$ cat src/design/cpu_pkg.sv
`default_nettype none

package cpu_pkg;

    typedef logic [31:0] word_t;
    typedef logic [4:0]  reg_addr_t;
    typedef logic [2:0]  alu_sel_t;

    // ALU operation selects.
    localparam alu_sel_t SEL_OR    = 3'd0;
    localparam alu_sel_t SEL_LUI   = 3'd1;
    localparam alu_sel_t SEL_AUIPC = 3'd2;
    localparam alu_sel_t SEL_ADD   = 3'd3; // Address generation for LW and SW.

    // Major opcodes of the decoded subset.
    localparam logic [6:0] OP_OPIMM = 7'b0010011;
    localparam logic [6:0] OP_OP    = 7'b0110011;
    localparam logic [6:0] OP_LUI   = 7'b0110111;
    localparam logic [6:0] OP_AUIPC = 7'b0010111;
    localparam logic [6:0] OP_LOAD  = 7'b0000011;
    localparam logic [6:0] OP_STORE = 7'b0100011;

    // funct3 values that select OR and word access.
    localparam logic [2:0] F3_OR   = 3'b110;
    localparam logic [2:0] F3_WORD = 3'b010;

endpackage

`default_nettype wire

$ cat src/design/cpu_top.sv
`timescale 1ns/1ps
`default_nettype none

module cpu_top #(
    parameter int unsigned DMEM_WORDS = 64
) (
    input  wire                 clk_i,
    input  wire                 rst_i,
    input  wire                 inst_valid_i,
    input  wire cpu_pkg::word_t inst_i,
    output logic                stall_o,
    output logic                wb_we_o,
    output cpu_pkg::reg_addr_t  wb_addr_o,
    output cpu_pkg::word_t      wb_data_o
);

    logic               id_valid;
    cpu_pkg::word_t     id_pc;
    cpu_pkg::word_t     id_inst;
    logic               re1;
    logic               re2;
    cpu_pkg::reg_addr_t raddr1;
    cpu_pkg::reg_addr_t raddr2;
    cpu_pkg::word_t     rdata1;
    cpu_pkg::word_t     rdata2;
    cpu_pkg::alu_sel_t  id_alusel;
    cpu_pkg::word_t     id_opr1;
    cpu_pkg::word_t     id_opr2;
    cpu_pkg::word_t     id_imm;
    cpu_pkg::word_t     id_pc_ex;
    cpu_pkg::reg_addr_t id_wd;
    logic               id_wreg;
    logic               id_load;
    logic               id_store;
    logic               ex_we;
    cpu_pkg::reg_addr_t ex_wd;
    cpu_pkg::word_t     ex_result;
    cpu_pkg::word_t     ex_store_data;
    logic               ex_load;
    logic               ex_store;
    logic               mem_we;
    cpu_pkg::reg_addr_t mem_wd;
    cpu_pkg::word_t     mem_data;

    if_stage u_if (
        .clk_i(clk_i), .rst_i(rst_i), .inst_valid_i(inst_valid_i), .inst_i(inst_i),
        .stall_i(stall_o), .id_valid_o(id_valid), .id_pc_o(id_pc), .id_inst_o(id_inst)
    );

    id_stage u_id (
        .valid_i(id_valid), .pc_i(id_pc), .inst_i(id_inst),
        .reg1_read_o(re1), .reg2_read_o(re2), .reg1_addr_o(raddr1), .reg2_addr_o(raddr2),
        .reg1_data_i(rdata1), .reg2_data_i(rdata2),
        .alusel_o(id_alusel), .opr1_o(id_opr1), .opr2_o(id_opr2), .imm_o(id_imm),
        .pc_o(id_pc_ex), .wd_o(id_wd), .wreg_o(id_wreg), .load_o(id_load), .store_o(id_store),
        .ex_we_i(ex_we), .ex_wd_i(ex_wd), .ex_data_i(ex_result), .ex_load_i(ex_load),
        .mem_we_i(mem_we), .mem_wd_i(mem_wd), .mem_data_i(mem_data), .stall_o(stall_o)
    );

    regfile u_rf (
        .clk_i(clk_i), .rst_i(rst_i), .re1_i(re1), .re2_i(re2),
        .raddr1_i(raddr1), .raddr2_i(raddr2), .rdata1_o(rdata1), .rdata2_o(rdata2),
        .we_i(wb_we_o), .waddr_i(wb_addr_o), .wdata_i(wb_data_o)
    );

    ex_stage u_ex (
        .clk_i(clk_i), .rst_i(rst_i), .stall_i(stall_o), .alusel_i(id_alusel),
        .opr1_i(id_opr1), .opr2_i(id_opr2), .imm_i(id_imm), .pc_i(id_pc_ex), .wd_i(id_wd),
        .wreg_i(id_wreg), .load_i(id_load), .store_i(id_store),
        .we_o(ex_we), .wd_o(ex_wd), .result_o(ex_result), .store_data_o(ex_store_data),
        .load_o(ex_load), .store_o(ex_store)
    );

    mem_stage #(.DMEM_WORDS(DMEM_WORDS)) u_mem (
        .clk_i(clk_i), .rst_i(rst_i), .we_i(ex_we), .wd_i(ex_wd), .result_i(ex_result),
        .store_data_i(ex_store_data), .load_i(ex_load), .store_i(ex_store),
        .fwd_we_o(mem_we), .fwd_wd_o(mem_wd), .fwd_data_o(mem_data),
        .wb_we_o(wb_we_o), .wb_addr_o(wb_addr_o), .wb_data_o(wb_data_o)
    );

endmodule

`default_nettype wire

$ cat src/design/ex_stage.sv
`timescale 1ns/1ps
`default_nettype none

module ex_stage (
    input  wire                     clk_i,
    input  wire                     rst_i,
    input  wire                     stall_i,
    input  wire cpu_pkg::alu_sel_t  alusel_i,
    input  wire cpu_pkg::word_t     opr1_i,
    input  wire cpu_pkg::word_t     opr2_i,
    input  wire cpu_pkg::word_t     imm_i,
    input  wire cpu_pkg::word_t     pc_i,
    input  wire cpu_pkg::reg_addr_t wd_i,
    input  wire                     wreg_i,
    input  wire                     load_i,
    input  wire                     store_i,
    output logic                    we_o,
    output cpu_pkg::reg_addr_t      wd_o,
    output cpu_pkg::word_t          result_o,
    output cpu_pkg::word_t          store_data_o,
    output logic                    load_o,
    output logic                    store_o
);

    cpu_pkg::alu_sel_t alusel_q;
    cpu_pkg::word_t    opr1_q;
    cpu_pkg::word_t    opr2_q;
    cpu_pkg::word_t    imm_q;
    cpu_pkg::word_t    pc_q;

    // A stall in ID turns this slot into a bubble.
    always_ff @(posedge clk_i) begin
        if (rst_i || stall_i) begin
            we_o    <= 1'b0;
            load_o  <= 1'b0;
            store_o <= 1'b0;
        end else begin
            we_o    <= wreg_i;
            load_o  <= load_i;
            store_o <= store_i;
        end
    end

    always_ff @(posedge clk_i) begin
        alusel_q <= alusel_i;
        opr1_q   <= opr1_i;
        opr2_q   <= opr2_i;
        imm_q    <= imm_i;
        pc_q     <= pc_i;
        wd_o     <= wd_i;
    end

    always_comb begin
        case (alusel_q)
            cpu_pkg::SEL_OR:    result_o = opr1_q | opr2_q;
            cpu_pkg::SEL_LUI:   result_o = imm_q;
            cpu_pkg::SEL_AUIPC: result_o = pc_q + imm_q;
            cpu_pkg::SEL_ADD:   result_o = opr1_q + imm_q;
            default:            result_o = '0;
        endcase
    end

    assign store_data_o = opr2_q;

endmodule

`default_nettype wire

$ cat src/design/id_stage.sv
`timescale 1ns/1ps
`default_nettype none

module id_stage (
    input  wire                     valid_i,
    input  wire cpu_pkg::word_t     pc_i,
    input  wire cpu_pkg::word_t     inst_i,
    output logic                    reg1_read_o,
    output logic                    reg2_read_o,
    output cpu_pkg::reg_addr_t      reg1_addr_o,
    output cpu_pkg::reg_addr_t      reg2_addr_o,
    input  wire cpu_pkg::word_t     reg1_data_i,
    input  wire cpu_pkg::word_t     reg2_data_i,
    output cpu_pkg::alu_sel_t       alusel_o,
    output cpu_pkg::word_t          opr1_o,
    output cpu_pkg::word_t          opr2_o,
    output cpu_pkg::word_t          imm_o,
    output cpu_pkg::word_t          pc_o,
    output cpu_pkg::reg_addr_t      wd_o,
    output logic                    wreg_o,
    output logic                    load_o,
    output logic                    store_o,
    input  wire                     ex_we_i,
    input  wire cpu_pkg::reg_addr_t ex_wd_i,
    input  wire cpu_pkg::word_t     ex_data_i,
    input  wire                     ex_load_i,
    input  wire                     mem_we_i,
    input  wire cpu_pkg::reg_addr_t mem_wd_i,
    input  wire cpu_pkg::word_t     mem_data_i,
    output logic                    stall_o
);

    logic [6:0] opcode;
    logic [2:0] funct3;
    logic [6:0] funct7;
    logic       dec_re1;
    logic       dec_re2;
    logic       dec_wreg;
    logic       dec_load;
    logic       dec_store;
    logic       use_imm2;
    logic       hazard1;
    logic       hazard2;

    assign opcode = inst_i[6:0];
    assign funct3 = inst_i[14:12];
    assign funct7 = inst_i[31:25];

    assign reg1_addr_o = inst_i[19:15];
    assign reg2_addr_o = inst_i[24:20];
    assign wd_o        = inst_i[11:7];
    assign pc_o        = pc_i;

    always_comb begin
        alusel_o  = cpu_pkg::SEL_OR;
        imm_o     = '0;
        dec_re1   = 1'b0;
        dec_re2   = 1'b0;
        dec_wreg  = 1'b0;
        dec_load  = 1'b0;
        dec_store = 1'b0;
        use_imm2  = 1'b0;
        case (opcode)
            cpu_pkg::OP_OPIMM: if (funct3 == cpu_pkg::F3_OR) begin
                dec_re1  = 1'b1;
                dec_wreg = 1'b1;
                use_imm2 = 1'b1;
                imm_o    = {{20{inst_i[31]}}, inst_i[31:20]};
            end
            cpu_pkg::OP_OP: if (funct3 == cpu_pkg::F3_OR && funct7 == 7'd0) begin
                dec_re1  = 1'b1;
                dec_re2  = 1'b1;
                dec_wreg = 1'b1;
            end
            cpu_pkg::OP_LUI: begin
                alusel_o = cpu_pkg::SEL_LUI;
                dec_wreg = 1'b1;
                imm_o    = {inst_i[31:12], 12'd0};
            end
            cpu_pkg::OP_AUIPC: begin
                alusel_o = cpu_pkg::SEL_AUIPC;
                dec_wreg = 1'b1;
                imm_o    = {inst_i[31:12], 12'd0};
            end
            cpu_pkg::OP_LOAD: if (funct3 == cpu_pkg::F3_WORD) begin
                alusel_o = cpu_pkg::SEL_ADD;
                dec_re1  = 1'b1;
                dec_wreg = 1'b1;
                dec_load = 1'b1;
                imm_o    = {{20{inst_i[31]}}, inst_i[31:20]};
            end
            cpu_pkg::OP_STORE: if (funct3 == cpu_pkg::F3_WORD) begin
                alusel_o  = cpu_pkg::SEL_ADD;
                dec_re1   = 1'b1;
                dec_re2   = 1'b1; // rs2 carries the store data.
                dec_store = 1'b1;
                imm_o     = {{20{inst_i[31]}}, inst_i[31:25], inst_i[11:7]};
            end
            default: ;
        endcase
    end

    assign reg1_read_o = valid_i & dec_re1;
    assign reg2_read_o = valid_i & dec_re2;
    assign wreg_o      = valid_i & dec_wreg & (wd_o != '0);
    assign load_o      = valid_i & dec_load;
    assign store_o     = valid_i & dec_store;

    // Newest producer wins; the register file bypass covers writeback.
    function automatic cpu_pkg::word_t fwd_value(input logic en,
                                                 input cpu_pkg::reg_addr_t addr,
                                                 input cpu_pkg::word_t rf_data);
        if (!en || addr == '0) begin
            return '0;
        end
        if (ex_we_i && ex_wd_i == addr) begin
            return ex_data_i;
        end
        if (mem_we_i && mem_wd_i == addr) begin
            return mem_data_i;
        end
        return rf_data;
    endfunction

    always_comb begin
        opr1_o = fwd_value(reg1_read_o, reg1_addr_o, reg1_data_i);
        opr2_o = use_imm2 ? imm_o : fwd_value(reg2_read_o, reg2_addr_o, reg2_data_i);
    end

    // A load in EX has no data yet, so its consumer waits one cycle.
    assign hazard1 = reg1_read_o && reg1_addr_o != '0 && ex_we_i && ex_load_i
                     && ex_wd_i == reg1_addr_o;
    assign hazard2 = reg2_read_o && reg2_addr_o != '0 && ex_we_i && ex_load_i
                     && ex_wd_i == reg2_addr_o;
    assign stall_o = hazard1 | hazard2;

endmodule

`default_nettype wire

$ cat src/design/if_stage.sv
`timescale 1ns/1ps
`default_nettype none

module if_stage (
    input  wire                  clk_i,
    input  wire                  rst_i,
    input  wire                  inst_valid_i,
    input  wire cpu_pkg::word_t  inst_i,
    input  wire                  stall_i,
    output logic                 id_valid_o,
    output cpu_pkg::word_t       id_pc_o,
    output cpu_pkg::word_t       id_inst_o
);

    cpu_pkg::word_t pc_q;

    always_ff @(posedge clk_i) begin
        if (rst_i) begin
            id_valid_o <= 1'b0;
            pc_q       <= '0;
        end else if (!stall_i) begin
            id_valid_o <= inst_valid_i; // An idle input becomes a bubble.
            if (inst_valid_i) begin
                pc_q <= pc_q + 32'd4;
            end
        end
    end

    always_ff @(posedge clk_i) begin
        if (!stall_i && inst_valid_i) begin
            id_pc_o   <= pc_q;
            id_inst_o <= inst_i;
        end
    end

endmodule

`default_nettype wire

$ cat src/design/mem_stage.sv
`timescale 1ns/1ps
`default_nettype none

module mem_stage #(
    parameter int unsigned DMEM_WORDS = 64
) (
    input  wire                     clk_i,
    input  wire                     rst_i,
    input  wire                     we_i,
    input  wire cpu_pkg::reg_addr_t wd_i,
    input  wire cpu_pkg::word_t     result_i,
    input  wire cpu_pkg::word_t     store_data_i,
    input  wire                     load_i,
    input  wire                     store_i,
    output logic                    fwd_we_o,
    output cpu_pkg::reg_addr_t      fwd_wd_o,
    output cpu_pkg::word_t          fwd_data_o,
    output logic                    wb_we_o,
    output cpu_pkg::reg_addr_t      wb_addr_o,
    output cpu_pkg::word_t          wb_data_o
);

    localparam int unsigned AW = $clog2(DMEM_WORDS);

    logic           load_q;
    logic           store_q;
    cpu_pkg::word_t result_q;
    cpu_pkg::word_t store_data_q;
    logic [AW-1:0]  ram_addr;
    cpu_pkg::word_t ram_q [DMEM_WORDS];

    always_ff @(posedge clk_i) begin
        if (rst_i) begin
            fwd_we_o <= 1'b0;
            load_q   <= 1'b0;
            store_q  <= 1'b0;
        end else begin
            fwd_we_o <= we_i;
            load_q   <= load_i;
            store_q  <= store_i;
        end
    end

    always_ff @(posedge clk_i) begin
        fwd_wd_o     <= wd_i;
        result_q     <= result_i;
        store_data_q <= store_data_i;
    end

    assign ram_addr = result_q[AW+1:2]; // Word index wraps at the RAM depth.

    initial begin
        for (int i = 0; i < DMEM_WORDS; i++) begin
            ram_q[i] = '0;
        end
    end

    always_ff @(posedge clk_i) begin
        if (store_q) begin
            ram_q[ram_addr] <= store_data_q;
        end
    end

    assign fwd_data_o = load_q ? ram_q[ram_addr] : result_q;

    always_ff @(posedge clk_i) begin
        if (rst_i) begin
            wb_we_o <= 1'b0;
        end else begin
            wb_we_o <= fwd_we_o;
        end
    end

    always_ff @(posedge clk_i) begin
        wb_addr_o <= fwd_wd_o;
        wb_data_o <= fwd_data_o;
    end

endmodule

`default_nettype wire

$ cat src/design/regfile.sv
`timescale 1ns/1ps
`default_nettype none

module regfile (
    input  wire                     clk_i,
    input  wire                     rst_i,
    input  wire                     re1_i,
    input  wire                     re2_i,
    input  wire cpu_pkg::reg_addr_t raddr1_i,
    input  wire cpu_pkg::reg_addr_t raddr2_i,
    output cpu_pkg::word_t          rdata1_o,
    output cpu_pkg::word_t          rdata2_o,
    input  wire                     we_i,
    input  wire cpu_pkg::reg_addr_t waddr_i,
    input  wire cpu_pkg::word_t     wdata_i
);

    cpu_pkg::word_t regs_q [32];

    always_ff @(posedge clk_i) begin
        if (rst_i) begin
            for (int i = 0; i < 32; i++) begin
                regs_q[i] <= '0;
            end
        end else if (we_i && waddr_i != '0) begin
            regs_q[waddr_i] <= wdata_i;
        end
    end

    // Same-cycle write is passed straight to the reader.
    always_comb begin
        if (!re1_i || raddr1_i == '0) begin
            rdata1_o = '0;
        end else if (we_i && waddr_i == raddr1_i) begin
            rdata1_o = wdata_i;
        end else begin
            rdata1_o = regs_q[raddr1_i];
        end
    end

    always_comb begin
        if (!re2_i || raddr2_i == '0) begin
            rdata2_o = '0;
        end else if (we_i && waddr_i == raddr2_i) begin
            rdata2_o = wdata_i;
        end else begin
            rdata2_o = regs_q[raddr2_i];
        end
    end

endmodule

`default_nettype wire

$ cat config.mk
export PLATFORM = sky130hd
export DESIGN_NAME = cpu_top
export DESIGN_NICKNAME = d
export VERILOG_FILES = /design/src/design/cpu_pkg.sv /design/src/design/cpu_top.sv /design/src/design/ex_stage.sv /design/src/design/id_stage.sv /design/src/design/if_stage.sv /design/src/design/mem_stage.sv /design/src/design/regfile.sv
export SDC_FILE = /design/constraint.sdc
export NUM_CORES = 2
export LEC_CHECK = 0
export BUFFER_PORTS_ARGS = -buffer_cell sky130_fd_sc_hd__buf_2
export CORE_ASPECT_RATIO = 1.1
export CORE_MARGIN = 2
export CORE_UTILIZATION = 35
export DETAILED_ROUTE_END_ITERATION = 12
export PLACE_DENSITY = 0.59
export SETUP_SLACK_MARGIN = 0.15
export SYNTH_ARGS = -nofsm -noshare
export SYNTH_HDL_FRONTEND = slang
export SYNTH_HIERARCHICAL = 1
export SYNTH_SLANG_ARGS = --single-unit
$ cat constraint.sdc
create_clock -name clk_i -period 4.4 [get_ports clk_i]
set_input_delay 0.88 -clock clk_i [delete_from_list [all_inputs] [get_ports clk_i]]
set_output_delay 0.88 -clock clk_i [all_outputs]
set_load 0.005 [all_outputs]
Word level (Yosys, flattened, before mapping)
Memories as Yosys holds them, arrays and structs flattened. A register that Yosys moved wholly into a read port is not among the register bits.
Index checks and enable logic that the tools add are counted.
W data, S select, Z words.
Operators by class
  $add $sub $neg: 3
  bitwise gates (word level): 9
  reduce and logical (&&, ||, !) cells: 35
  muxes and demuxes: 58
  eq/ne operators: 17
Operators by type and width (count)
  $mux W32: 22
  $pmux W32 S4: 2
  $add A32 B32 Y32: 2
  $add A32 B3 Y32 const B: 1
  $or A32 B32 Y32: 1
  $reduce_or A32 Y1: 1
  $eq A5 B5 Y1: 6
  $mux W1: 26
  $eq A7 B6 Y1 const B: 3
  $reduce_bool A5 Y1: 4
  $logic_and A1 B1 Y1: 17
  $mux W5: 3
  $eq A7 B5 Y1 const B: 2
  $logic_not A5 Y1: 2
  $eq A3 B2 Y1 const B: 3
  $pmux W3 S3: 1
  $eq A7 B2 Y1 const B: 1
  $logic_not A7 Y1: 1
  $and A1 B1 Y1: 6
  $pmux W1 S4: 1
  $reduce_or A2 Y1: 2
  $eq A3 B1 Y1 const B: 1
  $eq A3 B3 Y1 const B: 1
  $logic_not A1 Y1: 3
  8 further kinds: 10
Storage, ports and cells
  bits in writable memories: 3072
  flip-flop bits (word level): 346
  input bits: 35
  memories: 2
  word-level logic and storage cells: 146
Memory list
  u_mem.ram_q: depth 64, bits a word 32, read ports 1, clocked after Yosys merged registers in 1, wr ports 1, RTL line mem_stage.sv:30  | cpu_pkg::word_t ram_q [DMEM_WORDS];
  u_rf.regs_q: depth 32, bits a word 32, read ports 2, clocked after Yosys merged registers in 2, wr ports 32, RTL line regfile.sv:18  | cpu_pkg::word_t regs_q [32];

Depth between registers and ports, before layout
  word-level depth: 15
  mapped depth: 17
  gate-level depth less buffers: 15

By module
Netlist, hierarchy kept.
By module, submodules not included
  mem_stage: area each 81190.4 sq um, times used 1, seq. area each 63701.1 sq um, cells an instance 4288
  regfile: area each 55127.9 sq um, times used 1, seq. area each 30749.5 sq um, cells an instance 3814
  ex_stage: area each 5626.6 sq um, times used 1, seq. area each 2782.7 sq um, cells an instance 555
  id_stage: area each 3412.0 sq um, times used 1, seq. area each 0.0 sq um, cells an instance 464
  if_stage: area each 3303.2 sq um, times used 1, seq. area each 2482.4 sq um, cells an instance 230

Worst setup path before layout
Ideal clock, no wire load.
  path type: flip-flop to flip-flop
  from: reg u_if.id_inst_o[20]
  to: reg u_if.pc_q[5]
  path buffers: 4
  slack: 0.262 ns
  cell stages (with the launch flop): 14
  arrival: 4.011 ns
  library setup time: 0.128 ns
  clock period less this slack: 4.138 ns
  cells stage by stage: edfxtp_1 -> clkbuf_2 -> xnor2_1 -> and2_1 -> and2_1 -> buf_6 -> buf_8 -> nand3_1 -> a21boi_1 -> nor2b_1 -> clkbuf_1 -> nand4_1 -> xor2_1 -> nor2_1
Between the ends
  word-level cells in the longest chain between the ends: 8
Ends and longest elaborated chain
  start: declaration: RTL line if_stage.sv:12  | output cpu_pkg::word_t id_inst_o
  start signal: assignment: RTL line if_stage.sv:32  | id_inst_o <= inst_i;
  $reduce_bool A5 Y1: RTL line id_stage.sv:133  | assign hazard2 = reg2_read_o && reg2_addr_o != '0 && ex_we_i && ex_load_i
  $logic_and A1 B1 Y1 (3 in series): RTL line id_stage.sv:133
  $logic_and A1 B1 Y1 *: RTL line id_stage.sv:134  | && ex_wd_i == reg2_addr_o;
  $or A1 B1 Y1 *: RTL line id_stage.sv:135  | assign stall_o = hazard1 | hazard2;
  via stall_o: RTL line cpu_top.sv:11  | output logic stall_o,
  $not A1 Y1 (no line) *
  $reduce_and A2 Y1 (no line) *
  end signal: assignment: RTL line if_stage.sv:24  | pc_q <= pc_q + 32'd4;
  end: declaration: RTL line if_stage.sv:15  | cpu_pkg::word_t pc_q;
Mark *: on every way through the listed nets, which the timed path passes. The rest lies on a longest branch.
A chain may end at the register's enable or synchronous reset.

==> impl_metrics.ini <==
[run_status]
status = finished, violations left
violations = capacitance limit, slew limit

[final_layout]
largest_register_ffs = 2048
stdcell_count = 15600
drive_gt1_frac = 0.233
multi_input_area_sq_um = 45800
nNetsFinal = 9786
postLayoutCellArea_sq_um = 171000
regArea_sq_um = 99800
n_fill_cell = 38400
area_delta_synth_final_pct = 15.2
regMostFlops = u_mem/ram_q
reg_top3 = u_mem/ram_q (2048), u_rf/regs_q (1024)

[flow_run]
cap_violations = 1

[worst_hold_path]
min_to = u_if/id_inst_o[6]$_DFFE_PP_
holdCritPathClass = primary input to flip-flop
worstHoldStart = inst_i[6]
worstHoldPathCells = 1

[logic_synthesis]
yosys_warnings = 6
ys.flop_type = edfxtp_1
yosys.area.top_type = edfxtp_1
ys_ff_latch = 3414
synth_top_area_frac = 0.633
yosysSeqAreaShare = 0.671
synth_area_per_cell_sq_um = 15.9
synth_edf_count = 3134
synth_area_sq_um = 149000
synth.most_common_cell = edfxtp_1
syn_inst = 9351
synth_common_cells = 3134 x edfxtp_1, 1017 x and2_1, 556 x mux2i_1, 540 x mux4_2, 438 x clkbuf_1
synth_area_leaders = edfxtp_1 63%, mux4_2 8.2%, and2_1 4.3%, dfxtp_1 3.8%, mux2i_1 3.7%
async_flop_share = 0
yosysUniqueCellTypes = 103

[route]
drt-total-wl_mm = 551
drt_drc_violations_left = 0
m1WireLength_mm = 204
first_pass_iters = 6
wl_per_cell_microns = 35.4
ant_nets = 0
maxUsedRoutingLayer = met5
via_per_inst = 6.09
wl_met3_mm = 60.5
drtIter0Drc = 14300
met2_length_mm = 253
via_count = 94900

[setup_path]
critPathCaptureType = flip-flop
reg2reg_to = u_ex/opr1_q[20]$_DFF_P_
cp-start-kind = flip-flop
worstPathRequired_ns = 5.24
crit_arrival_ns = 5.13
ff2ff_path_depth = 12
r2r-start = u_mem/result_q[6]$_DFF_P_
path_class = flip-flop to flip-flop
crit_fanout = 12
ff2ff_setup_slack_ns = 0.11

[timing]
tns_ns = 0
fin_crit_ns = 4.29
timing.final.crit_share = 0.975
rsz0062_at_grt = true
hold_viol = 0
setup_viol_count_final = 0
fmax_mhz = 233
max-slew-margin-rel = -0.00524
finalClockSkew_ns = 0.0989
slew_violations = 1
worst_slew_pin_slew_ns = 1.49
hold_ws_ns = 0.109

[clocking]
cts.sinks = 3414
cts_root_buf = clkbuf_16
path_clk_slew_ns = 0.06
numCtsBuffers = 361
htree_levels = 5
clock_latency_ns = 1.00
cts_buffer_depth = 4
cts_hold_buf = 0
cts_tree = done

[pwr]
p_switching_mw = 15.3
combPwrFrac = 0.049
power_mw = 69.4
power_density_nw_per_um2 = 405
swShare = 0.221
clkPwrFrac = 0.436
seqPwrFrac = 0.515
power.leakage_nw = 57.2
ir_worst_vdd_mv = 0.317
intPower_mw = 54.0

[die]
die_h_microns = 688
pin_count = 74
fp.dieW_microns = 625
rows = 251
die_area_sq_um = 430000
start_util = 0.351
coreArea_sq_um = 424000

[placement]
gp_congestion = 0.976
placed_area_sq_um = 159000
dp_cells = 14900
port_buffers = 73
dp_hpwl_mm = 356

[global_routing]
grt_antenna_before_repair = 28
grt_pass1_wl_mm = 753
grtUsageTotal = 0.249
grt_pass1_vias = 91600
grt_max_degree = 83
gr-total-overflow = 0
==> cell usage in the layout (no fill, tap or decap), types with 35 or more instances in the layout <==
cell / netlist / routed
o21ai_0: 203 / 203
ha_1: 39 / 39
clkbuf_16: 0 / 368
mux4_2: 540 / 540
a22oi_1: 230 / 230
a221oi_1: 274 / 273
or2_2: 38 / 39
and2_1: 1017 / 1012
nand2_1: 262 / 262
buf_12: 0 / 91
o21bai_1: 36 / 36
clkbuf_1: 438 / 77
nor2_1: 296 / 194
mux2i_1: 556 / 556
o22ai_1: 122 / 122
o221ai_1: 36 / 36
edfxtp_1: 3134 / 3134
buf_4: 119 / 639
dfxtp_1: 280 / 242
a211oi_1: 71 / 68
a21oi_1: 270 / 269
clkinv_1: 0 / 66
mux2_2: 194 / 194
a21o_1: 35 / 35
o211ai_1: 51 / 51
clkinv_2: 0 / 64
a221o_1: 76 / 76
nor2_4: 0 / 91
o21a_1: 37 / 37
nand3_1: 86 / 85
buf_2: 208 / 72
conb_1: 3 / 35
==> metal layers <==
metal | vias up | track usage
li1 | 37800 | -
met3 | 1270 | 0.0602
met5 | - | 0
met4 | 20 | 0.128
met1 | 49400 | 0.319
met2 | 6290 | 0.392
==> worst max-delay path: stages (launching register included) <==
cell       delay, ns
dfxtp_1         0.35
buf_4           0.26
inv_1           0.24
or3_1           0.51
buf_4           0.28
a21oi_1         0.65
a311oi_1        0.11
buf_4           0.24
nand4_1         0.48
o22a_1          0.32
buf_12          0.16
mux2i_1         0.09
a2111oi_2       0.35
==> cell families after synthesis <==
family | count (synthesis) | share of synthesized area
adders and majority gates | 40 | 0.00342
other | 3 | 0.0000757
AOI/OAI and AO/OA | 1753 | 0.0872
xor gates and xnor gates | 63 | 0.00371
DFF | 3414 | 0.671
and+or+nand+nor | 1921 | 0.0718
muxes | 1296 | 0.134
buffers and inverters | 861 | 0.0286
==> timing repair <==
| item | CTS | global route |
|---|---|---|
| gates resized for setup | 5 | 9 |
| pin swaps | 1 | 3 |
| setup endpoints to repair | 5 | 14 |
| buffers inserted | 7 | 16 |
==> worst max-delay path by stage <==
| stage | start | end | slack, ns | cells past startpoint |
|---|---|---|---|---|
| after floorplan | u_if/id_inst_o[20]$_DFFE_PP_ | u_if/pc_q[5]$_SDFFE_PP0P_ | 0.26 | 13 |
| after global placement | u_ex/alusel_q[1]$_DFF_P_ | u_ex/opr1_q[12]$_DFF_P_ | -0.05 | 16 |
| after detailed placement | u_ex/alusel_q[1]$_DFF_P_ | u_ex/opr1_q[12]$_DFF_P_ | 0.07 | 16 |
| after CTS | u_if/id_inst_o[16]$_DFFE_PP_ | stall_o | 0.05 | 6 |
| after global routing | u_ex/alusel_q[2]$_DFF_P_ | u_ex/opr1_q[12]$_DFF_P_ | 0.09 | 16 |
| final | u_mem/result_q[6]$_DFF_P_ | u_ex/opr1_q[20]$_DFF_P_ | 0.11 | 12 |
==> area by class of cell <==
| cell class | count | share of cell area |
|---|---|---|
| sequential | 3414 | 0.583 |
| multi-input combinational | 5108 | 0.267 |
| clock buffer | 465 | 0.0570 |
| timing repair buffer | 807 | 0.0413 |
| tap | 5566 | 0.0407 |
| clock inverter | 187 | 0.0102 |
| inverter | 19 | 0.000482 |
| antenna | 11 | 0.000161 |
==> power by group through the flow <==
stage | registers [mW] | clock network, mW | logic [mW]
floorplan | 36.3 | 0 | 2.06
global placement | 36.4 | 0 | 3.31
detailed placement | 36.4 | 0 | 3.32
CTS | 35.7 | 30.5 | 3.34
global route | 35.8 | 31.7 | 3.50
finish | 35.7 | 30.2 | 3.41
==> per-stage QoR <==
stage          utilization  worst slack (ns)
3_5_place_dp         0.376            0.0654
5_1_grt              0.404            0.0907
6_report             0.404             0.108
4_1_cts              0.403            0.0466
2_1_floorplan            -             0.262
3_3_place_gp         0.376           -0.0476
Note: power is estimated with default switching activity, not from simulation.
